==> src/common/busctl_pkg.sv <==
package busctl_pkg;

    localparam int MASTER_COUNT = 2;  // internal masters
    localparam int SLAVE_COUNT = 3;
    localparam int CONFIG_CLKS = 2;   // cycles spent in each loading step

    localparam int unsigned SLAVE_DEPTHS [SLAVE_COUNT] = '{4096, 4096, 2048};

    typedef logic [1:0] slave_id_t;   // 0 = no slave, 1..3 select a slave
    typedef logic [$clog2(MASTER_COUNT)-1:0] master_id_t;

    typedef enum logic [3:0] {
        master_slave_sel,
        read_write_sel,
        external_write_sel,
        external_write_m1,
        external_write_m2,
        external_write_m1_2,
        start_addr_m1,
        start_addr_m2,
        end_addr_m1,
        end_addr_m2,
        config_masters,
        communication_ready,
        communicating,
        communication_done
    } main_state_t;

    typedef enum logic [1:0] {
        config_start,
        config_middle,
        config_last,
        config_done
    } config_state_t;

    function automatic int unsigned slave_depth(input slave_id_t id);
        if (id == '0) begin
            return SLAVE_DEPTHS[0];  // unselected master is never loaded
        end
        return SLAVE_DEPTHS[id - 1'b1];
    endfunction

endpackage

==> src/hw/setup_fsm/setup_fsm.sv <==
`timescale 1ns/100ps

module setup_fsm import busctl_pkg::*; #(
    parameter int DATA_WIDTH = 16,
    parameter int ADDR_WIDTH = 12
) (
    input  logic                                   clk,
    input  logic                                   rstN,
    input  logic [17:0]                            sw,
    input  logic                                   step,
    input  logic                                   next_addr,
    input  logic [MASTER_COUNT-1:0]                done_com,
    input  logic                                   go,
    input  logic                                   cfg_done,
    output main_state_t                            phase,
    output slave_id_t [MASTER_COUNT-1:0]           m_slave_id,
    output logic [MASTER_COUNT-1:0]                m_rd_wr,
    output logic [MASTER_COUNT-1:0]                m_in_ex,
    output logic [MASTER_COUNT-1:0]                m_burst,
    output logic [MASTER_COUNT-1:0]                m_eoc,
    output logic                                   wr_en,
    output master_id_t                             wr_master,
    output logic [DATA_WIDTH-1:0]                  wr_data,
    output logic                                   clear_ptr,
    output logic                                   cfg_go,
    output logic                                   comm_go,
    output logic [MASTER_COUNT-1:0][ADDR_WIDTH-1:0] first_addr,
    output logic [MASTER_COUNT-1:0][ADDR_WIDTH-1:0] last_addr
);

    main_state_t state, nxt_state;
    logic in_write;
    logic com_over;

    // end address of a burst, held inside the selected slave
    function automatic logic [ADDR_WIDTH-1:0] clamp_last(
        input logic [ADDR_WIDTH-1:0] first,
        input logic [ADDR_WIDTH-1:0] len,
        input slave_id_t id
    );
        logic [ADDR_WIDTH:0] sum;
        int unsigned depth;
        sum = {1'b0, first} + {1'b0, len};
        depth = slave_depth(id);
        if (32'(sum) >= depth) begin
            return ADDR_WIDTH'(depth - 1);
        end
        return sum[ADDR_WIDTH-1:0];
    endfunction

    assign in_write = state inside {external_write_m1, external_write_m2, external_write_m1_2};
    assign wr_master = master_id_t'(state == external_write_m2);
    assign wr_en = in_write & (step | next_addr);   // step also stores the last word
    assign wr_data = sw[DATA_WIDTH-1:0];
    assign clear_ptr = in_write & step;
    assign cfg_go = (state == end_addr_m2) & step;
    assign comm_go = (state == communication_ready) & go;
    assign phase = state;

    // a master with no slave only waits on the other one
    assign com_over = (&done_com)
                    | ((m_slave_id[0] == '0) & done_com[1])
                    | ((m_slave_id[1] == '0) & done_com[0]);

    always_comb begin
        nxt_state = state;
        case (state)
            master_slave_sel: begin
                if (step) begin
                    nxt_state = (sw[3:0] == '0) ? communication_done : read_write_sel;
                end
            end
            read_write_sel:      if (step) nxt_state = external_write_sel;
            external_write_sel: begin
                if (step) begin
                    case (sw[1:0])
                        2'b01:   nxt_state = external_write_m1;
                        2'b10:   nxt_state = external_write_m2;
                        2'b11:   nxt_state = external_write_m1_2;
                        default: nxt_state = start_addr_m1;  // both internal
                    endcase
                end
            end
            external_write_m1:   if (step) nxt_state = start_addr_m1;
            external_write_m1_2: if (step) nxt_state = external_write_m2;
            external_write_m2:   if (step) nxt_state = start_addr_m1;
            start_addr_m1:       if (step) nxt_state = start_addr_m2;
            start_addr_m2:       if (step) nxt_state = end_addr_m1;
            end_addr_m1:         if (step) nxt_state = end_addr_m2;
            end_addr_m2:         if (step) nxt_state = config_masters;
            config_masters:      if (cfg_done) nxt_state = communication_ready;
            communication_ready: if (go) nxt_state = communicating;
            communicating:       if (com_over) nxt_state = communication_done;
            default:             nxt_state = state;  // done holds until reset
        endcase
    end

    always_ff @(posedge clk or negedge rstN) begin
        if (!rstN) begin
            state <= master_slave_sel;
            m_slave_id <= '0;
            m_rd_wr <= '0;
            m_in_ex <= '0;
            m_burst <= '0;
            m_eoc <= '0;
            first_addr <= '0;
            last_addr <= '0;
        end else begin
            state <= nxt_state;
            m_eoc <= '0;
            if (step) begin
                case (state)
                    master_slave_sel: begin
                        for (int i = 0; i < MASTER_COUNT; i++) begin
                            m_slave_id[i] <= slave_id_t'(sw[2*i +: 2]);
                        end
                        if (sw[3:0] == '0) begin
                            m_eoc <= '1;  // nothing to do, release both masters
                        end
                    end
                    read_write_sel:     m_rd_wr <= sw[MASTER_COUNT-1:0];
                    external_write_sel: m_in_ex <= sw[MASTER_COUNT-1:0];
                    start_addr_m1:      first_addr[0] <= sw[ADDR_WIDTH-1:0];
                    start_addr_m2:      first_addr[1] <= sw[ADDR_WIDTH-1:0];
                    end_addr_m1: begin
                        last_addr[0] <= clamp_last(first_addr[0], sw[ADDR_WIDTH-1:0],
                                                   m_slave_id[0]);
                    end
                    end_addr_m2: begin
                        last_addr[1] <= clamp_last(first_addr[1], sw[ADDR_WIDTH-1:0],
                                                   m_slave_id[1]);
                    end
                    default: ;
                endcase
            end
            if (in_write && next_addr && !step) begin
                m_burst[wr_master] <= 1'b1;  // more than one word for this master
            end
        end
    end

endmodule

==> src/hw/data_bank/data_bank.sv <==
`timescale 1ns/100ps

module data_bank import busctl_pkg::*; #(
    parameter int DATA_WIDTH = 16,
    parameter int BANK_DEPTH = 16,
    localparam int PTR_W = $clog2(BANK_DEPTH),
    localparam int CNT_W = $clog2(BANK_DEPTH + 1)
) (
    input  logic                  clk,
    input  logic                  rstN,
    input  logic                  wr_en,
    input  master_id_t            wr_master,
    input  logic [DATA_WIDTH-1:0] wr_data,
    input  logic                  clear_ptr,
    input  master_id_t            rd_master,
    input  logic [PTR_W-1:0]      rd_index,
    output logic [DATA_WIDTH-1:0] rd_data,
    output logic [CNT_W-1:0]      wr_count
);

    logic [DATA_WIDTH-1:0] mem [MASTER_COUNT][BANK_DEPTH];
    logic [PTR_W-1:0] wr_ptr;                     // shared by both masters
    logic [MASTER_COUNT-1:0][CNT_W-1:0] count;

    always_ff @(posedge clk) begin
        if (wr_en) begin
            mem[wr_master][wr_ptr] <= wr_data;
        end
    end

    always_ff @(posedge clk or negedge rstN) begin
        if (!rstN) begin
            wr_ptr <= '0;
            count <= '0;
        end else begin
            if (clear_ptr) begin
                wr_ptr <= '0;  // next master starts at word 0
            end else if (wr_en && wr_ptr != PTR_W'(BANK_DEPTH - 1)) begin
                wr_ptr <= wr_ptr + 1'b1;  // last location is reused when full
            end
            if (wr_en && count[wr_master] != CNT_W'(BANK_DEPTH)) begin
                count[wr_master] <= count[wr_master] + 1'b1;
            end
        end
    end

    assign rd_data = mem[rd_master][rd_index];
    assign wr_count = count[rd_master];

endmodule

==> src/hw/config_sequencer/config_sequencer.sv <==
`timescale 1ns/100ps

module config_sequencer import busctl_pkg::*; #(
    parameter int DATA_WIDTH = 16,
    parameter int ADDR_WIDTH = 12,
    parameter int BANK_DEPTH = 16,
    localparam int PTR_W = $clog2(BANK_DEPTH),
    localparam int CNT_W = $clog2(BANK_DEPTH + 1)
) (
    input  logic                                   clk,
    input  logic                                   rstN,
    input  logic                                   cfg_go,
    input  logic                                   comm_go,
    input  logic [MASTER_COUNT-1:0]                in_ex,
    input  logic [MASTER_COUNT-1:0][ADDR_WIDTH-1:0] first_addr,
    input  logic [MASTER_COUNT-1:0][ADDR_WIDTH-1:0] last_addr,
    input  logic [CNT_W-1:0]                       wr_count,
    input  logic [DATA_WIDTH-1:0]                  rd_data,
    output master_id_t                             rd_master,
    output logic [PTR_W-1:0]                       rd_index,
    output logic [MASTER_COUNT-1:0][ADDR_WIDTH-1:0] m_address,
    output logic [MASTER_COUNT-1:0][DATA_WIDTH-1:0] m_data,
    output logic [MASTER_COUNT-1:0]                m_start,
    output logic                                   cfg_done
);

    localparam int CLK_W = $clog2(CONFIG_CLKS + 1);

    config_state_t cfg_state, nxt_state;
    master_id_t cur_master;
    logic [CLK_W-1:0] clk_cnt;
    logic [PTR_W-1:0] word_idx;
    logic [CNT_W-1:0] n_words;
    logic step_end;
    logic new_step;
    logic load;

    assign step_end = (clk_cnt == CLK_W'(CONFIG_CLKS - 1));
    assign new_step = (cfg_state == config_done) ? cfg_go : step_end;
    assign load = new_step && (nxt_state != config_done);

    // internal data or an empty bank loads a single word
    assign n_words = (in_ex[rd_master] && wr_count != '0) ? wr_count : CNT_W'(1);

    // nxt_state, rd_master and rd_index describe the step that follows this one
    always_comb begin
        nxt_state = cfg_state;
        rd_master = cur_master;
        rd_index = word_idx;
        case (cfg_state)
            config_done: begin
                nxt_state = config_start;
                rd_master = '0;
                rd_index = '0;
            end
            config_start, config_middle: begin
                if (CNT_W'(word_idx) + CNT_W'(2) >= n_words) begin
                    nxt_state = config_last;
                    rd_index = (n_words > CNT_W'(1)) ? word_idx + 1'b1 : '0;
                end else begin
                    nxt_state = config_middle;
                    rd_index = word_idx + 1'b1;
                end
            end
            default: begin
                rd_master = master_id_t'(cur_master + 1'b1);
                rd_index = '0;
                nxt_state = (cur_master == master_id_t'(MASTER_COUNT - 1)) ? config_done
                                                                           : config_start;
            end
        endcase
    end

    always_ff @(posedge clk or negedge rstN) begin
        if (!rstN) begin
            cfg_state <= config_done;
            cur_master <= '0;
            clk_cnt <= '0;
            word_idx <= '0;
            m_start <= '0;
            cfg_done <= 1'b0;
        end else begin
            m_start <= {MASTER_COUNT{comm_go}};  // joint start of communication
            cfg_done <= new_step && (nxt_state == config_done);
            if (new_step) begin
                cfg_state <= nxt_state;
                clk_cnt <= '0;
            end else if (cfg_state != config_done) begin
                clk_cnt <= clk_cnt + 1'b1;
            end
            if (load) begin
                cur_master <= rd_master;
                word_idx <= rd_index;
                if (nxt_state != config_middle) begin
                    m_start[rd_master] <= 1'b1;  // first and last step are flagged
                end
            end
        end
    end

    always_ff @(posedge clk) begin
        if (load) begin
            m_data[rd_master] <= rd_data;
            m_address[rd_master] <= (nxt_state == config_start) ? first_addr[rd_master]
                                                                : last_addr[rd_master];
        end
    end

endmodule

==> src/hw/bus_setup_top.sv <==
`timescale 1ns/100ps

module bus_setup_top import busctl_pkg::*; #(
    parameter int DATA_WIDTH = 16,
    parameter int ADDR_WIDTH = 12,
    parameter int BANK_DEPTH = 16,
    localparam int PTR_W = $clog2(BANK_DEPTH),
    localparam int CNT_W = $clog2(BANK_DEPTH + 1)
) (
    input  logic                                   clk,
    input  logic                                   rstN,
    input  logic [17:0]                            sw,
    input  logic                                   step,
    input  logic                                   next_addr,
    input  logic                                   go,
    input  logic [MASTER_COUNT-1:0]                done_com,
    output main_state_t                            phase,
    output slave_id_t [MASTER_COUNT-1:0]           m_slave_id,
    output logic [MASTER_COUNT-1:0]                m_rd_wr,
    output logic [MASTER_COUNT-1:0]                m_in_ex,
    output logic [MASTER_COUNT-1:0]                m_burst,
    output logic [MASTER_COUNT-1:0][ADDR_WIDTH-1:0] m_address,
    output logic [MASTER_COUNT-1:0][DATA_WIDTH-1:0] m_data,
    output logic [MASTER_COUNT-1:0]                m_start,
    output logic [MASTER_COUNT-1:0]                m_eoc
);

    logic wr_en;
    master_id_t wr_master;
    logic [DATA_WIDTH-1:0] wr_data;
    logic clear_ptr;
    logic cfg_go;
    logic comm_go;
    logic cfg_done;
    logic [MASTER_COUNT-1:0][ADDR_WIDTH-1:0] first_addr;
    logic [MASTER_COUNT-1:0][ADDR_WIDTH-1:0] last_addr;
    master_id_t rd_master;
    logic [PTR_W-1:0] rd_index;
    logic [DATA_WIDTH-1:0] rd_data;
    logic [CNT_W-1:0] wr_count;

    setup_fsm #(
        .DATA_WIDTH(DATA_WIDTH),
        .ADDR_WIDTH(ADDR_WIDTH)
    ) setup_fsm_i (
        .clk, .rstN,
        .sw, .step, .next_addr, .done_com, .go, .cfg_done,
        .phase,
        .m_slave_id, .m_rd_wr, .m_in_ex, .m_burst, .m_eoc,
        .wr_en, .wr_master, .wr_data, .clear_ptr,
        .cfg_go, .comm_go, .first_addr, .last_addr
    );

    data_bank #(
        .DATA_WIDTH(DATA_WIDTH),
        .BANK_DEPTH(BANK_DEPTH)
    ) data_bank_i (
        .clk, .rstN,
        .wr_en, .wr_master, .wr_data, .clear_ptr,
        .rd_master, .rd_index,
        .rd_data, .wr_count
    );

    config_sequencer #(
        .DATA_WIDTH(DATA_WIDTH),
        .ADDR_WIDTH(ADDR_WIDTH),
        .BANK_DEPTH(BANK_DEPTH)
    ) config_sequencer_i (
        .clk, .rstN,
        .cfg_go, .comm_go,
        .in_ex(m_in_ex), .first_addr, .last_addr,
        .wr_count, .rd_data,
        .rd_master, .rd_index,
        .m_address, .m_data, .m_start,
        .cfg_done
    );

endmodule

==> config.mk <==
export PLATFORM = sky130hd
export DESIGN_NAME = bus_setup_top
export DESIGN_NICKNAME = d
export VERILOG_FILES = /design/src/common/busctl_pkg.sv /design/src/hw/setup_fsm/setup_fsm.sv /design/src/hw/data_bank/data_bank.sv /design/src/hw/config_sequencer/config_sequencer.sv /design/src/hw/bus_setup_top.sv
export SDC_FILE = /design/constraint.sdc
export NUM_CORES = 1
export LEC_CHECK = 0
export ABC_AREA = 1
export BUFFER_PORTS_ARGS = -buffer_cell sky130_fd_sc_hd__buf_2
export CORE_AREA = 5 5 269 205
export DETAILED_ROUTE_END_ITERATION = 8
export DIE_AREA = 0 0 274 210
export PLACE_DENSITY = 0.72
export SLEW_MARGIN = 20
export SYNTH_ARGS = -nofsm -noshare
export SYNTH_HDL_FRONTEND = slang
export SYNTH_SLANG_ARGS = --single-unit
==> constraint.sdc <==
create_clock -name clk -period 10.5 [get_ports clk]
set_input_delay 2.1 -clock clk [delete_from_list [all_inputs] [get_ports clk]]
set_output_delay 2.1 -clock clk [all_outputs]
set_load 0.01 [all_outputs]
# Word level (Yosys, flattened, before mapping)
# Memory sizes are Yosys's and may differ from the RTL's.
# Cells that the tools add are included.
[op_classes]
magnitude_cmp = 13
eq_ne = 36
mux = 94
n_addsub = 12
reduce_logical = 33
bitwise_logic = 15
[ops]
columns = ["cell", "n"]
rows = [
  ["two-way mux 32 bit", 10],
  ["two-way mux 256 bit", 1],
  ["binary-select mux 32 bit (select 2 bit)", 2],
  ["two-way mux 12 bit", 10],
  ["two-way mux 4 bit", 18],
  ["binary-select mux 16 bit (select 4 bit)", 1],
  ["demux 16 bit (select 4 bit)", 1],
  [">= comparator 13 x 32 -> 1 bit", 2],
  ["two-way mux 16 bit", 4],
  ["one-hot mux 4 bit (12 select lines)", 1],
  ["bitwise mux 32 bit", 1],
  ["two-way mux 5 bit", 6],
  ["adder 12 x 12 -> 13 bit", 2],
  ["two-way mux 13 bit", 2],
  ["bitwise mux 24 bit", 1],
  ["subtractor 12 x 1 -> 12 bit, second input constant", 2],
  ["!= test 2 bit, second input constant", 11],
  ["== test 4 bit, second input constant", 5],
  ["two-way mux 1 bit", 18],
  ["two-way mux 2 bit", 9],
  ["demux 16 bit (select 1 bit)", 1],
  ["== test 4 x 3 -> 1 bit, second input constant", 4],
  ["AND reduction 2 bit", 8],
  ["AND reduction 13 bit", 1],
  ["41 further kinds", 82],
]
[word_totals]
reg_bits = 146
elab_cells = 228
memories = 1
output_inout_bits = 74
in_bits = 25
ramBits = 512
[memory_table]
columns = ["name", "words", "width", "read_ports", "rd_ports_with_merged_regs", "wr", "line_no", "source"]
rows = [
  ["data_bank_i.mem", 2, 256, 1, 0, 1, "data_bank.sv:21", "logic [DATA_WIDTH-1:0] mem [MASTER_COUNT][BANK_DEPTH];"],
]

# Longest topological paths before layout
# Gate-level depths: netlist of run 1.
[logic_depth]
depth_word = 17
mapped_depth = 24
ltp_nobuf = 23

# Cells and area by module
# A second synthesis of run 1 with hierarchy kept.
[unflattened]
hier_cells = 2717
area_unflattened_um2 = 28877.7
[modules_own_cells]
columns = ["module", "area_per_inst_um2", "instances", "cells_per_inst", "seq_area_each_um2"]
rows = [
  ["data_bank", 21540.7, 1, 1884, 15725.1],
  ["setup_fsm", 4352.9, 1, 593, 1576.5],
  ["config_sequencer", 2984.1, 1, 240, 1984.4],
]

# Least setup slack after synthesis of run 1
# Ideal clock, no wire load.
[synth_timing]
kind = "input to register"
startpoint = "input sw[1]"
endpoint = "register setup_fsm_i.last_addr[6] in the netlist's numbering"
arrival_time_ns = 4.753
setup_time_ns = 0.119
cell_stages = 22
slack_ns = 5.628
path_buffers = 0
t_required_ns = 10.381
path_cell_list = "inv_1 fa_1 o21ai_0 nand2_1 nand2_1 nand2_1 nand2_1 nand3_1 o21ai_0 nand2_1 inv_1 o21ai_0 nand2_1 ha_1 o21ai_0 inv_1 nor2_1 inv_1 nor2_1 inv_1 o22ai_1 inv_1"
[synth_via]
elab_chain_cells = 6
[synth_rtl]
columns = ["element", "line_no", "source"]
rows = [
  ["from (decl)", "bus_setup_top.sv:12", "input logic [17:0] sw,"],
  ["adder 12 x 12 -> 13 bit *", "setup_fsm.sv:43", "sum = {1'b0, first} + {1'b0, len};"],
  [">= comparator 13 x 32 -> 1 bit", "setup_fsm.sv:45", "if (32'(sum) >= depth) begin"],
  ["two-way mux 1 bit", "setup_fsm.sv:45", ""],
  ["two-way mux 1 bit", "setup_fsm.sv:112", "case (state)"],
  ["two-way mux 1 bit", "setup_fsm.sv:111", "if (step) begin"],
  ["two-way mux 12 bit *", "setup_fsm.sv:48", "return sum[ADDR_WIDTH-1:0];"],
  ["to (decl)", "setup_fsm.sv:28", "output logic [MASTER_COUNT-1:0][ADDR_WIDTH-1:0] last_addr"],
]
# Every way passes the cells marked *; elsewhere a longest branch is shown, timed or not. The select of a mux whose other input is x is not followed.
# A chain may end at the register's enable or synchronous reset.

# Worst setup path after layout of run 1
[layout_timing]
startpoint = "register config_sequencer_i.cfg_state[1]"
endpoint = "register config_sequencer_i.m_data[4] in the netlist's numbering (data pin)"
[layout_via]
elab_chain_cells = 17
elab_cells_between_ends = 28
classes_between = "order compare: 4; eq/ne: 2; mux: 15; bitwise: 1; reduce/logical: 5; memory: 1"
[layout_rtl]
columns = ["element", "line_no", "source"]
rows = [
  ["from (decl)", "config_sequencer.sv:29", "config_state_t cfg_state, nxt_state;"],
  ["from (signal assigned)", "config_sequencer.sv:76", "cfg_state <= config_done;"],
  ["from (signal assigned)", "config_sequencer.sv:86", "cfg_state <= nxt_state;"],
  ["== test 2 x 1 -> 1 bit or zero test 2 bit (tied branches)", "config_sequencer.sv:50", "case (cfg_state)"],
  ["OR reduction 2 bit", "config_sequencer.sv:50", ""],
  ["one-hot mux 1 bit (2 select lines)", "config_sequencer.sv:50", ""],
  ["two-way mux 5 bit (implied by the code) (2 in series)", "data_bank.sv:48", "assign wr_count = count[rd_master];"],
  ["nonzero test 5 bit", "config_sequencer.sv:43", "assign n_words = (in_ex[rd_master] && wr_count != '0) ? wr_count : CNT_W'(1);"],
  ["logical AND 1 bit", "config_sequencer.sv:43", ""],
  ["two-way mux 5 bit", "config_sequencer.sv:43", ""],
  ["> comparator 5 x 1 -> 1 bit", "config_sequencer.sv:59", "rd_index = (n_words > CNT_W'(1)) ? word_idx + 1'b1 : '0;"],
  ["two-way mux 4 bit", "config_sequencer.sv:59", ""],
  ["two-way mux 4 bit", "config_sequencer.sv:57", "if (CNT_W'(word_idx) + CNT_W'(2) >= n_words) begin"],
  ["two-way mux 4 bit", "config_sequencer.sv:50", ""],
  ["inverter 4 -> 5 bit (implied by the code)", "data_bank.sv:47", "assign rd_data = mem[rd_master][rd_index];"],
  ["binary-select mux 16 bit (select 4 bit) *", "data_bank.sv:47", ""],
  ["two-way mux 16 bit (implied by the code) * (2 in series)", "data_bank.sv:47", ""],
  ["net config_sequencer_i.rd_data[4]", "config_sequencer.sv:18", "input logic [DATA_WIDTH-1:0] rd_data,"],
  ["bitwise mux 32 bit *", "config_sequencer.sv:103", "m_data[rd_master] <= rd_data;"],
  ["to (signal, indexed assignment)", "config_sequencer.sv:103", ""],
  ["to (decl)", "config_sequencer.sv:22", "output logic [MASTER_COUNT-1:0][DATA_WIDTH-1:0] m_data,"],
]
# Mark *: on every way through the listed nets, which the timed path passes. The rest lies on a longest branch. The select of a mux whose other input is x is not followed.

==> out/results.tsv, run 1 <==
metric	value	unit
crit_fanout	110	
pre_cts_slack	4100	ps
hold_class	reg2reg	
remaining_drc_errors	0	
cts_inserted_buffers	61	
status	complete, no violations	
worst_pin_slew	1140	ps
yosys_warnings	0	
synth_edf_count	568	
seq_power_share	0.558	
async_flop_share	0.135	
crit_path_cell_trace	nand3_2, nand2_8, nand2_1, nand2_1, nor2_1, a221o_1, ha_1, nand2_1, inv_1, nand4_1, nand4_1, nand2_2, inv_2, nand2_4, nand2_4, inv_4, nand3_1, nand3_1, nand3_1, nand2_1	
drive_gt1_frac	0.115	
setup_tns	0	ps
drt_first_pass_iters	8	
ys.flop_type	edfxtp_1	
finalHoldViolations	0	
wirelength	70100	um
yosysMostFrequentCell	edfxtp_1	
cts_resized	0	
gp_congestion	0.870	
maxSlewViolCount	0	
clk_pin_slew_worst_paths	70	ps
p_per_area	161	nW/um2
setup_viol	0	
post-route-util	0.604	
overflow	0	
numPortBuffers	96	
fin_worst_skew	23.1	ps
power_frac_comb	0.015	
antenna_left	0	
synth_top_area_share	0.600	
ys_types	47	
wl_per_cell	22.6	um
clk_path_buf_depth	3	
via_per_inst	5.91	
setup_ws	4580	ps
max-vdd-ir-drop	0.128	mV
critPathArrivalTime	6370	ps
period_share	0.563	
netlist.top_cell.by_area	edfxtp_1	
grt_pass1_wl	106000	um
synth.cell_area	28400	um2
hpwl	41000	um
antenna_found_initial	3	
ys_seq_area_frac	0.678	
cts_sinks	657	
p_sw	1.02	mW
start_util	0.544	
p_sw_frac	0.200	
grt_pass1_vias	17700	
slowest_stage	inv_4	
ctsHtreeMaxLevel	2	
synth_area_leaders	edfxtp_1, mux2i_1, dfrtp_1	
p_total	5.08	mW
synth_area_per_cell	12.7	um2
crit_top_cell	nand2_1	
worstSetupPathType	reg2reg	
max_freq	169	MHz
ctsHoldBuffers	0	
die_area	57500	um2
fillers	3982	
clock_latency	640	ps
rsz0062_at_grt	no	
cap_violations	0	
drt_iter0_drc	2179	
p_leak	11.4	nW
clk_root_buffer_cell	clkbuf_16	
synthTopCellsByCount	edfxtp_1, nand3_1, nand2_1	
postSynthCellCount	2243	
internal-power	4.07	mW
fin_crit	5920	ps
grt_max_degree	111	
grt_usage	0.240	
syn-num-nets	2312	
io_pins	99	
dieHeight	210	um
whs	492	ps
relSlewSlack	0.241	
area_delta_synth_final	11.2	%
post_cts_buffers	0	
fin_nets	2412	
cp-start-kind	flip-flop	
cp.required	10950	ps
slowest_delay	860	ps
rows	73	
clkPwrFrac	0.427	
vias	18400	
ys_ff_latch	657	
cts_tree	yes	
end_kind	flip-flop	
core_area	52300	um2
die_w	274	um
path summary, 6_finish.rpt:
path | slack, ps | endpoint | startpoint | depth (start not counted)
worst max-delay path | 4580 | config_sequencer_i.m_data[4]$_DFFE_PP_ | config_sequencer_i.cfg_state[1]$_DFFE_PN1P_ | 20
worst min-delay path | 490 | setup_fsm_i.m_rd_wr[1]$_DFFE_PN0P_ | setup_fsm_i.m_rd_wr[1]$_DFFE_PN0P_ | 2
worst max register to register | 4580 | config_sequencer_i.m_data[4]$_DFFE_PP_ | config_sequencer_i.cfg_state[1]$_DFFE_PN1P_ | 20
worst min register to register | 490 | setup_fsm_i.m_rd_wr[1]$_DFFE_PN0P_ | setup_fsm_i.m_rd_wr[1]$_DFFE_PN0P_ | 2
max in group asynchronous | 8210 | config_sequencer_i.cfg_state[0]$_DFFE_PN1P_ | rstN | 3
min in group asynchronous | 1330 | setup_fsm_i.last_addr[18]$_DFFE_PN0P_ | rstN | 1
stage by stage:
step           instance area (um2)  std cells
4_1_cts                      31500       3102
3_5_place_dp                 29600       2988
3_3_place_gp                 29600       2987
2_1_floorplan                28400       2243
6_report                     31600       3107
5_1_grt                      31600       3106
critical path: cells and delay by family, from the launching register on:
kind            cells  cell delay [ps]
simple gates       15             3470
flops               1              640
buf+inv             3              960
compound gates      1              310
fa+ha+maj           1              280
registers in the layout, summed over array words and instances (netlist names), 4 cells and up:
signal / flops
config_sequencer_i.m_address: 24
config_sequencer_i.m_data: 32
config_sequencer_i.word_idx: 4
data_bank_i.count: 10
data_bank_i.mem: 512
data_bank_i.wr_ptr: 4
setup_fsm_i.first_addr: 24
setup_fsm_i.last_addr: 24
setup_fsm_i.m_slave_id: 4
setup_fsm_i.phase: 4
cells by family after synthesis:
group / after synthesis / share of synthesized area
AO/OA/AOI/OAI: 193 / 0.0379
XOR/XNOR: 19 / 0.00585
adder cells (fa/ha/maj): 44 / 0.0199
buffers and inverters: 226 / 0.0382
flip-flops: 657 / 0.678
multiplexers: 244 / 0.0860
AND/OR/NAND/NOR: 860 / 0.134
placed cells by master (no fill, tap or decap), types with 8 or more instances in the layout:
master     synthesis  layout
clkinv_1           0      13
ha_1              42      42
inv_2             10      10
o32ai_1           11      11
xor2_1            13      13
nor2_1           170     163
mux2i_1          240     240
inv_1            102     102
nand3_1          372     372
clkbuf_1          33      20
buf_4             19      50
clkbuf_16          0      61
buf_2             41      95
a21oi_1           39      39
o21ai_1           11      11
nor2_2             4       8
clkinv_2           0      10
nand2_1          281     281
edfxtp_1         568     568
dfrtp_1           87      87
o22ai_1           10      10
o21ai_0          105     105
routing by layer:
metal,GRT usage,up-vias,routed length [um]
met5,0,-,0
met4,0.0548,0,1470
met3,0.0417,105,6540
met2,0.365,840,31500
met1,0.367,9083,30700
li1,-,8336,-
cell type report:
cell class              count  area (um2)  share of cell area
flip-flops and latches    657       19300               0.610
inverters                 113         427              0.0135
clock inverters            33         329              0.0104
diodes                      1        2.50           0.0000791
multi-input cells        1360        8130               0.257
well taps                 712         891              0.0282
clock buffers              81        1600              0.0506
repair buffers            150         966              0.0305
power by group through the flow:
| stage | logic, mW | clock network (mW) | registers, mW |
|---|---|---|---|
| finish | 0.0767 | 2.17 | 2.84 |
| global route | 0.0836 | 2.30 | 2.84 |
| CTS | 0.0755 | 2.19 | 2.84 |
| detailed placement | 0.0753 | 0 | 2.89 |
| global placement | 0.0720 | 0 | 2.89 |
| floorplan | 0.0174 | 0 | 2.89 |
No activity file was read; power rests on OpenSTA's default activity.
==> inputs of run 2 (changes only) <==
==> constraint.sdc (replaced) <==
create_clock -name clk -period 5.9 [get_ports clk]
set_input_delay 1.18 -clock clk [delete_from_list [all_inputs] [get_ports clk]]
set_output_delay 1.18 -clock clk [all_outputs]
set_load 0.01 [all_outputs]
==> out/results.tsv, run 2 (synthesis results as in run 1) <==
metric	value	unit	change
io_pins	99		unchanged
final_cells	3130		+0.74%
critPathArrivalTime	5210	ps	-1160 ps
drive_gt1_frac	0.127		+0.0126
ctsHoldBuffers	0		unchanged
multi_input_area	8130	um2	unchanged
dp_cells	3008		+0.67%
rsz0062_at_grt	no		
fillers	3948		-0.85%
worstSetupPathType	reg2reg		
cp.required	6230	ps	-4720 ps
antenna_found_initial	2		-1
max_freq	205	MHz	+21%
grt_pass1_wl	108000	um	+2.3%
fin_area	31900	um2	+0.76%
fin_nets	2434		+0.91%
grt_usage	0.247		+0.00740
crit_fanout	56		-49%
regMostFlops	data_bank_i.mem		
largest_reg_flops	512		unchanged
worst_pin_slew	1110	ps	-30.4 ps
finalHoldViolations	0		unchanged
setup_tns	0	ps	unchanged
hpwl	42700	um	+4.1%
r2r_setup_slack	1020	ps	-3570 ps
overflow	0		unchanged
worstReg2RegStart	config_sequencer_i.cfg_state[1]$_DFFE_PN1P_		
cts_tree	yes		
fin_worst_skew	29.0	ps	+5.87 ps
hold_class	in2async		
wirelength	71900	um	+2.6%
cp-startpoint	config_sequencer_i.cfg_state[1]$_DFFE_PN1P_		
remaining_drc_errors	0		unchanged
start_util	0.544		unchanged
setup_viol	0		unchanged
grt_pass1_vias	18200		+2.8%
r2r_cells	18		-10%
drt_first_pass_iters	6		-2
p_per_area	290	nW/um2	+80%
placed_cell_area	29800	um2	+0.55%
clk_pin_slew_worst_paths	60	ps	about the same
r2r_end	config_sequencer_i.m_data[12]$_DFFE_PP_		
area_delta_synth_final	12.0	%	
cts_resized	0		unchanged
cp-start-kind	flip-flop		
gp_congestion	0.905		+4.0%
ctsHtreeMaxLevel	3		+1
cts_sinks	657		unchanged
antenna_left	0		unchanged
relSlewSlack	0.261		+0.0203
die_w	274	um	unchanged
clk_root_buffer_cell	clkbuf_16		
rows	73		unchanged
die_area	57500	um2	unchanged
crit_end	config_sequencer_i.m_data[12]$_DFFE_PP_		
vias	18500		+0.81%
register_area	19300	um2	unchanged
wl_per_cell	23.0	um	+1.8%
final_common_cell	edfxtp_1		
cts_inserted_buffers	66		+8.2%
max-vdd-ir-drop	0.181	mV	+41%
dieHeight	210	um	unchanged
clock_latency	610	ps	-30 ps
post_cts_buffers	0		unchanged
maxSlewViolCount	0		unchanged
whs	418	ps	-74.0 ps
end_kind	flip-flop		
clk_path_buf_depth	3		unchanged
cap_violations	0		unchanged
grt_max_degree	129		+16%
drt_iter0_drc	2234		+2.5%
final_cell_mix	edfxtp_1, nand3_1, nand2_1		
fin_crit	4880	ps	-1030 ps
largestRegisters	data_bank_i.mem x512, config_sequencer_i.m_data x32		
status	complete, no violations		
period_share	0.828		+0.265
core_area	52300	um2	unchanged
via_per_inst	5.91		about the same
p_leak	11.5	nW	+1.2%
numPortBuffers	96		unchanged
## run 2: cell type report
class                           count  share of cell area
Antenna cell                        1           0.0000785
Clock inverter                     40             0.00903
Inverter                          113              0.0134
Tap cell                          712              0.0280
Timing Repair Buffer              167              0.0333
Multi-Input combinational cell   1360               0.255
Clock buffer                       80              0.0561
Sequential cell                   657               0.605
## run 2: power by group
part / leakage, nW / total [mW] / switching [mW] / internal (mW)
registers: 6.30 / 5.05 / 0.00299 / 5.05
logic: 4.22 / 0.144 / 0.117 / 0.0268
clock network: 1.02 / 4.04 / 1.77 / 2.26
total: 11.5 / 9.23 / 1.89 / 7.34
## run 2: worst max-delay path, cell delays in order, from the launching register on
cell and delay (ps):
dfstp_2 640, nand3_2 230, nand2_8 470, nand2_1 140, nand2_1 190, nand2_2 110
ha_1 350, nand2_1 80, inv_1 70, nand4_1 80, nand4_1 160, nand2_2 130
o21bai_4 810, buf_4 400, nand2_1 100, nand3_1 90, nand3_1 210, nand3_1 230
nand2_1 90
## run 2: how the worst min path moves through the flow
stage / end / cells after the start / from / slack [ps]
2_1_floorplan: setup_fsm_i.last_addr[11]$_DFFE_PN0P_ / 2 / setup_fsm_i.last_addr[11]$_DFFE_PN0P_ / 450
3_3_place_gp: setup_fsm_i.m_burst[0]$_DFFE_PN0P_ / 1 / setup_fsm_i.m_burst[0]$_DFFE_PN0P_ / 460
3_5_place_dp: setup_fsm_i.m_burst[0]$_DFFE_PN0P_ / 1 / setup_fsm_i.m_burst[0]$_DFFE_PN0P_ / 460
4_1_cts: setup_fsm_i.last_addr[17]$_DFFE_PN0P_ / 1 / rstN / 400
5_1_grt: setup_fsm_i.last_addr[17]$_DFFE_PN0P_ / 1 / rstN / 410
6_report: setup_fsm_i.last_addr[17]$_DFFE_PN0P_ / 1 / rstN / 420
## run 2: through the flow
step | utilization | setup slack, ps | total power [mW]
global route | 0.609 | 664 | 9.48
CTS | 0.608 | 1010 | 9.27
detailed placement | 0.569 | 816 | 5.28
floorplan | - | 1950 | 5.18
finish | 0.609 | 1020 | 9.23
global placement | 0.569 | 937 | 5.28
## run 2: routing by layer
layer / vias to the layer above / track usage / wire length (um)
met5: - / 0 / 27
met4: 4 / 0.0895 / 2460
met3: 163 / 0.0701 / 7600
met2: 930 / 0.371 / 32300
met1: 9055 / 0.349 / 29500
li1: 8361 / - / -
==> inputs of run 3 (changes only) <==
--- a/config.mk
+++ b/config.mk
@@ -5,12 +5,12 @@
 export SDC_FILE = /design/constraint.sdc
 export NUM_CORES = 1
 export LEC_CHECK = 0
-export ABC_AREA = 1
+export ABC_AREA = 0
 export BUFFER_PORTS_ARGS = -buffer_cell sky130_fd_sc_hd__buf_2
-export CORE_AREA = 5 5 269 205
+export CORE_AREA = 5 5 269 206
 export DETAILED_ROUTE_END_ITERATION = 8
-export DIE_AREA = 0 0 274 210
-export PLACE_DENSITY = 0.72
+export DIE_AREA = 0 0 274 211
+export PLACE_DENSITY = 0.74
 export SLEW_MARGIN = 20
 export SYNTH_ARGS = -nofsm -noshare
 export SYNTH_HDL_FRONTEND = slang
==> constraint.sdc (replaced) <==
create_clock -name clk -period 3.9 [get_ports clk]
set_input_delay 0.78 -clock clk [delete_from_list [all_inputs] [get_ports clk]]
set_output_delay 0.78 -clock clk [all_outputs]
set_load 0.01 [all_outputs]
==> out/results.tsv, run 3 <==
metric	value	unit	change
worstSetupPathType	reg2reg		
internal-power	14.0	mW	+90%
finalHoldViolations	0		unchanged
maxSlewViolCount	0		unchanged
numPortBuffers	96		unchanged
area_delta_synth_final	21.8	%	
clock_latency	610	ps	about the same
hpwl	47600	um	+12%
synthTopCellsByCount	edfxtp_1, nand2_1, o21ai_0		
wl_per_cell	25.1	um	+9.1%
synth_area_per_cell	13.3	um2	+5.1%
start_util	0.545		+0.00120
postSynthCellCount	2138		-4.7%
setup_tns	-6140	ps	-6140 ps
ys.flop_type	edfxtp_1		
busiest_layer	met2		
setup_ws	-260	ps	-1280 ps
cts_sinks	657		unchanged
r2r_cells	17		-1
grt_pass1_vias	19500		+7.2%
power_frac_comb	0.258		+0.242
vias	19700		+6.6%
async_flop_share	0.135		unchanged
drive_gt1_frac	0.235		+0.108
r2r_setup_slack	-260	ps	-1280 ps
synth_fa_ha_area_frac	0.0198		-0.0000436
die_w	274	um	unchanged
dp_cells	2991		-0.57%
ys_types	67		+43%
regMostFlops	data_bank_i.mem		
remaining_drc_errors	0		unchanged
synth_area_leaders	edfxtp_1, dfrtp_1, nand2_1		
fin_crit	4160	ps	-725 ps
synthSimpleGateAreaFrac	0.0971		-0.0372
period_share	1.07		+0.239
drt_iter0_drc	2413		+8.0%
p_sw_frac	0.291		+0.0857
setup_viol	33		+33
fillers	3497		-11%
pre_cts_slack	-396	ps	-1210 ps
cap_violations	0		unchanged
rsz0062_at_grt	yes		
max_freq	240	MHz	+17%
gp_congestion	0.893		-1.4%
ctsHtreeMaxLevel	3		unchanged
die_area	57800	um2	+0.48%
status	finished, violations left		
fin_nets	2457		+0.94%
final_common_cell	edfxtp_1		
dieHeight	211	um	+0.48%
ys_seq_area_frac	0.676		-0.00149
synth.cell_area	28500	um2	+0.22%
clk_path_buf_depth	3		unchanged
synthXorXnorAreaFrac	0.00952		+0.00367
largest_reg_flops	512		unchanged
overflow	0		unchanged
cts_tree	yes		
yosys_warnings	0		unchanged
netlist.top_cell.by_area	edfxtp_1		
crit_fanout	7		-88%
synth_top_area_share	0.598		-0.00132
critPathArrivalTime	4520	ps	-690 ps
end_kind	flip-flop		
p_per_area	567	nW/um2	+96%
final_cell_mix	edfxtp_1, nand2_1, buf_4		
use_met2	0.410		+0.0390
grt_usage	0.268		+0.0211
rows	73		unchanged
synth_mux_area_frac	0.0536		-0.0324
worst_pin_slew	1010	ps	-102 ps
drt_first_pass_iters	8		+2
worstReg2RegStart	config_sequencer_i.cfg_state[1]$_DFFE_PN1P_		
hold_class	in2async		
max-vdd-ir-drop	0.335	mV	+86%
grt_pass1_wl	118000	um	+8.7%
wirelength	79000	um	+9.8%
whs	174	ps	-243 ps
syn-num-nets	2207		-4.5%
synth_compound_area_frac	0.120		+0.0819
antenna_found_initial	5		+3
io_pins	99		unchanged
largestRegisters	data_bank_i.mem x512, config_sequencer_i.m_data x32		
p_leak	12.6	nW	+9.6%
synth_top_family_by_area	compound AO/OA/AOI/OAI gates		
clkPwrFrac	0.315		-0.122
cp.required	4260	ps	-1970 ps
clk_root_buffer_cell	clkbuf_16		
seq_power_share	0.427		-0.120
synth_edf_count	568		unchanged
cts_inserted_buffers	66		unchanged
r2r_end	config_sequencer_i.m_data[7]$_DFFE_PP_		
cp-start-kind	flip-flop		
fin_worst_skew	30.1	ps	+1.16 ps
ys_ff_latch	657		unchanged
cp-startpoint	config_sequencer_i.cfg_state[1]$_DFFE_PN1P_		
grtUsageMet3	0.0787		+0.00859
core_area	52300	um2	unchanged
via_per_inst	6.26		+5.9%
antenna_left	0		unchanged
yosysMostFrequentCell	edfxtp_1		
clk_pin_slew_worst_paths	70	ps	about the same
globalRouteMet1Util	0.370		+0.0208
violations	setup timing		
relSlewSlack	0.329		+0.0679
grt_max_degree	78		-40%
final_cells	3150		+0.64%
crit_end	config_sequencer_i.m_data[7]$_DFFE_PP_		
p_sw	5.73	mW	+200%
## run 3: changes by cell type after synthesis, sizes merged, moves of 39 or more
cell    previous run  this run
a211o              0        39
a21oi             39       154
a31oi              0        52
buf               80        33
clkbuf            33       101
inv              113        26
mux2               4        74
mux2i            240        69
nand2            290       228
nand3            374        18
nand3b             0        98
o21ai            117       156
## run 3: logic make-up (layout without fill, tap and decap cells)
logic type,Yosys count,after routing
flops,657,657
other cells,0,1
buf+inv,160,459
compound gates,529,529
xor+xnor,31,31
mux,143,143
fa+ha+maj,44,44
simple gates,574,574
## run 3: cell type report
cell class / instances / area (um2) / area share
diodes: 1 / 2.50 / 0.0000720
clock buffers: 95 / 1910 / 0.0549
well taps: 712 / 891 / 0.0256
multi-input cells: 1321 / 9520 / 0.274
clock inverters: 22 / 190 / 0.00547
flip-flops and latches: 657 / 19300 / 0.555
inverters: 26 / 97.6 / 0.00281
repair buffers: 316 / 2840 / 0.0817
## run 3: metrics by stage
stage                     power [mW]  instance area, um2  utilization
final                           19.7               34700        0.664
after floorplan                 11.0               29100            -
after CTS                       19.5               34400        0.658
after global placement          12.7               31600        0.604
after detailed placement        12.8               31600        0.604
after global routing            20.4               34700        0.664
## run 3: worst min-delay path by stage
stage	startpoint	to	slack, ps	depth (start not counted)
after detailed placement	setup_fsm_i.m_burst[0]$_DFFE_PN0P_	setup_fsm_i.m_burst[0]$_DFFE_PN0P_	460	1
after global routing	rstN	setup_fsm_i.last_addr[0]$_DFFE_PN0P_	210	1
after CTS	rstN	setup_fsm_i.last_addr[3]$_DFFE_PN0P_	170	1
after floorplan	setup_fsm_i.last_addr[23]$_DFFE_PN0P_	setup_fsm_i.last_addr[23]$_DFFE_PN0P_	450	2
after global placement	setup_fsm_i.m_burst[0]$_DFFE_PN0P_	setup_fsm_i.m_burst[0]$_DFFE_PN0P_	460	1
final	rstN	setup_fsm_i.last_addr[0]$_DFFE_PN0P_	170	1
## run 3: repair_timing
| action | in CTS | in global routing |
|---|---|---|
| endpoints found under the setup margin | 32 | 33 |
| setup buffers | 29 | 6 |
| resized for setup | 76 | 40 |
| pin swaps | 25 | 18 |
| cloned | 3 | 4 |
| hold buffers | 0 | 0 |
## run 3: routing by layer
layer  vias up  share of wire
li1       8634              -
met1      9820           0.40
met2      1084           0.46
met3       190           0.11
met4         4          0.035
met5         -        0.00033
## run 3: power by group through the flow
stage / clock (mW) / combinational [mW] / sequential (mW)
after floorplan: 0 / 2.41 / 8.62
after global placement: 0 / 4.18 / 8.54
after detailed placement: 0 / 4.28 / 8.56
after CTS: 6.26 / 4.79 / 8.41
after global routing: 6.57 / 5.37 / 8.45
final: 6.20 / 5.09 / 8.41
## run 3: critical path: stages, from the launching register on
cell       delay, ps
dfstp_2          560
or3b_4           430
a211oi_4         250
a2bb2oi_4        180
a21oi_2           80
nand3_2           90
ha_4             210
nor2b_4          130
o211ai_1         110
and2_4           220
a21oi_4          170
buf_6            140
buf_16           140
buf_8            130
mux2_4           320
a2111oi_4        420
nand4_1          170
buf_4            190
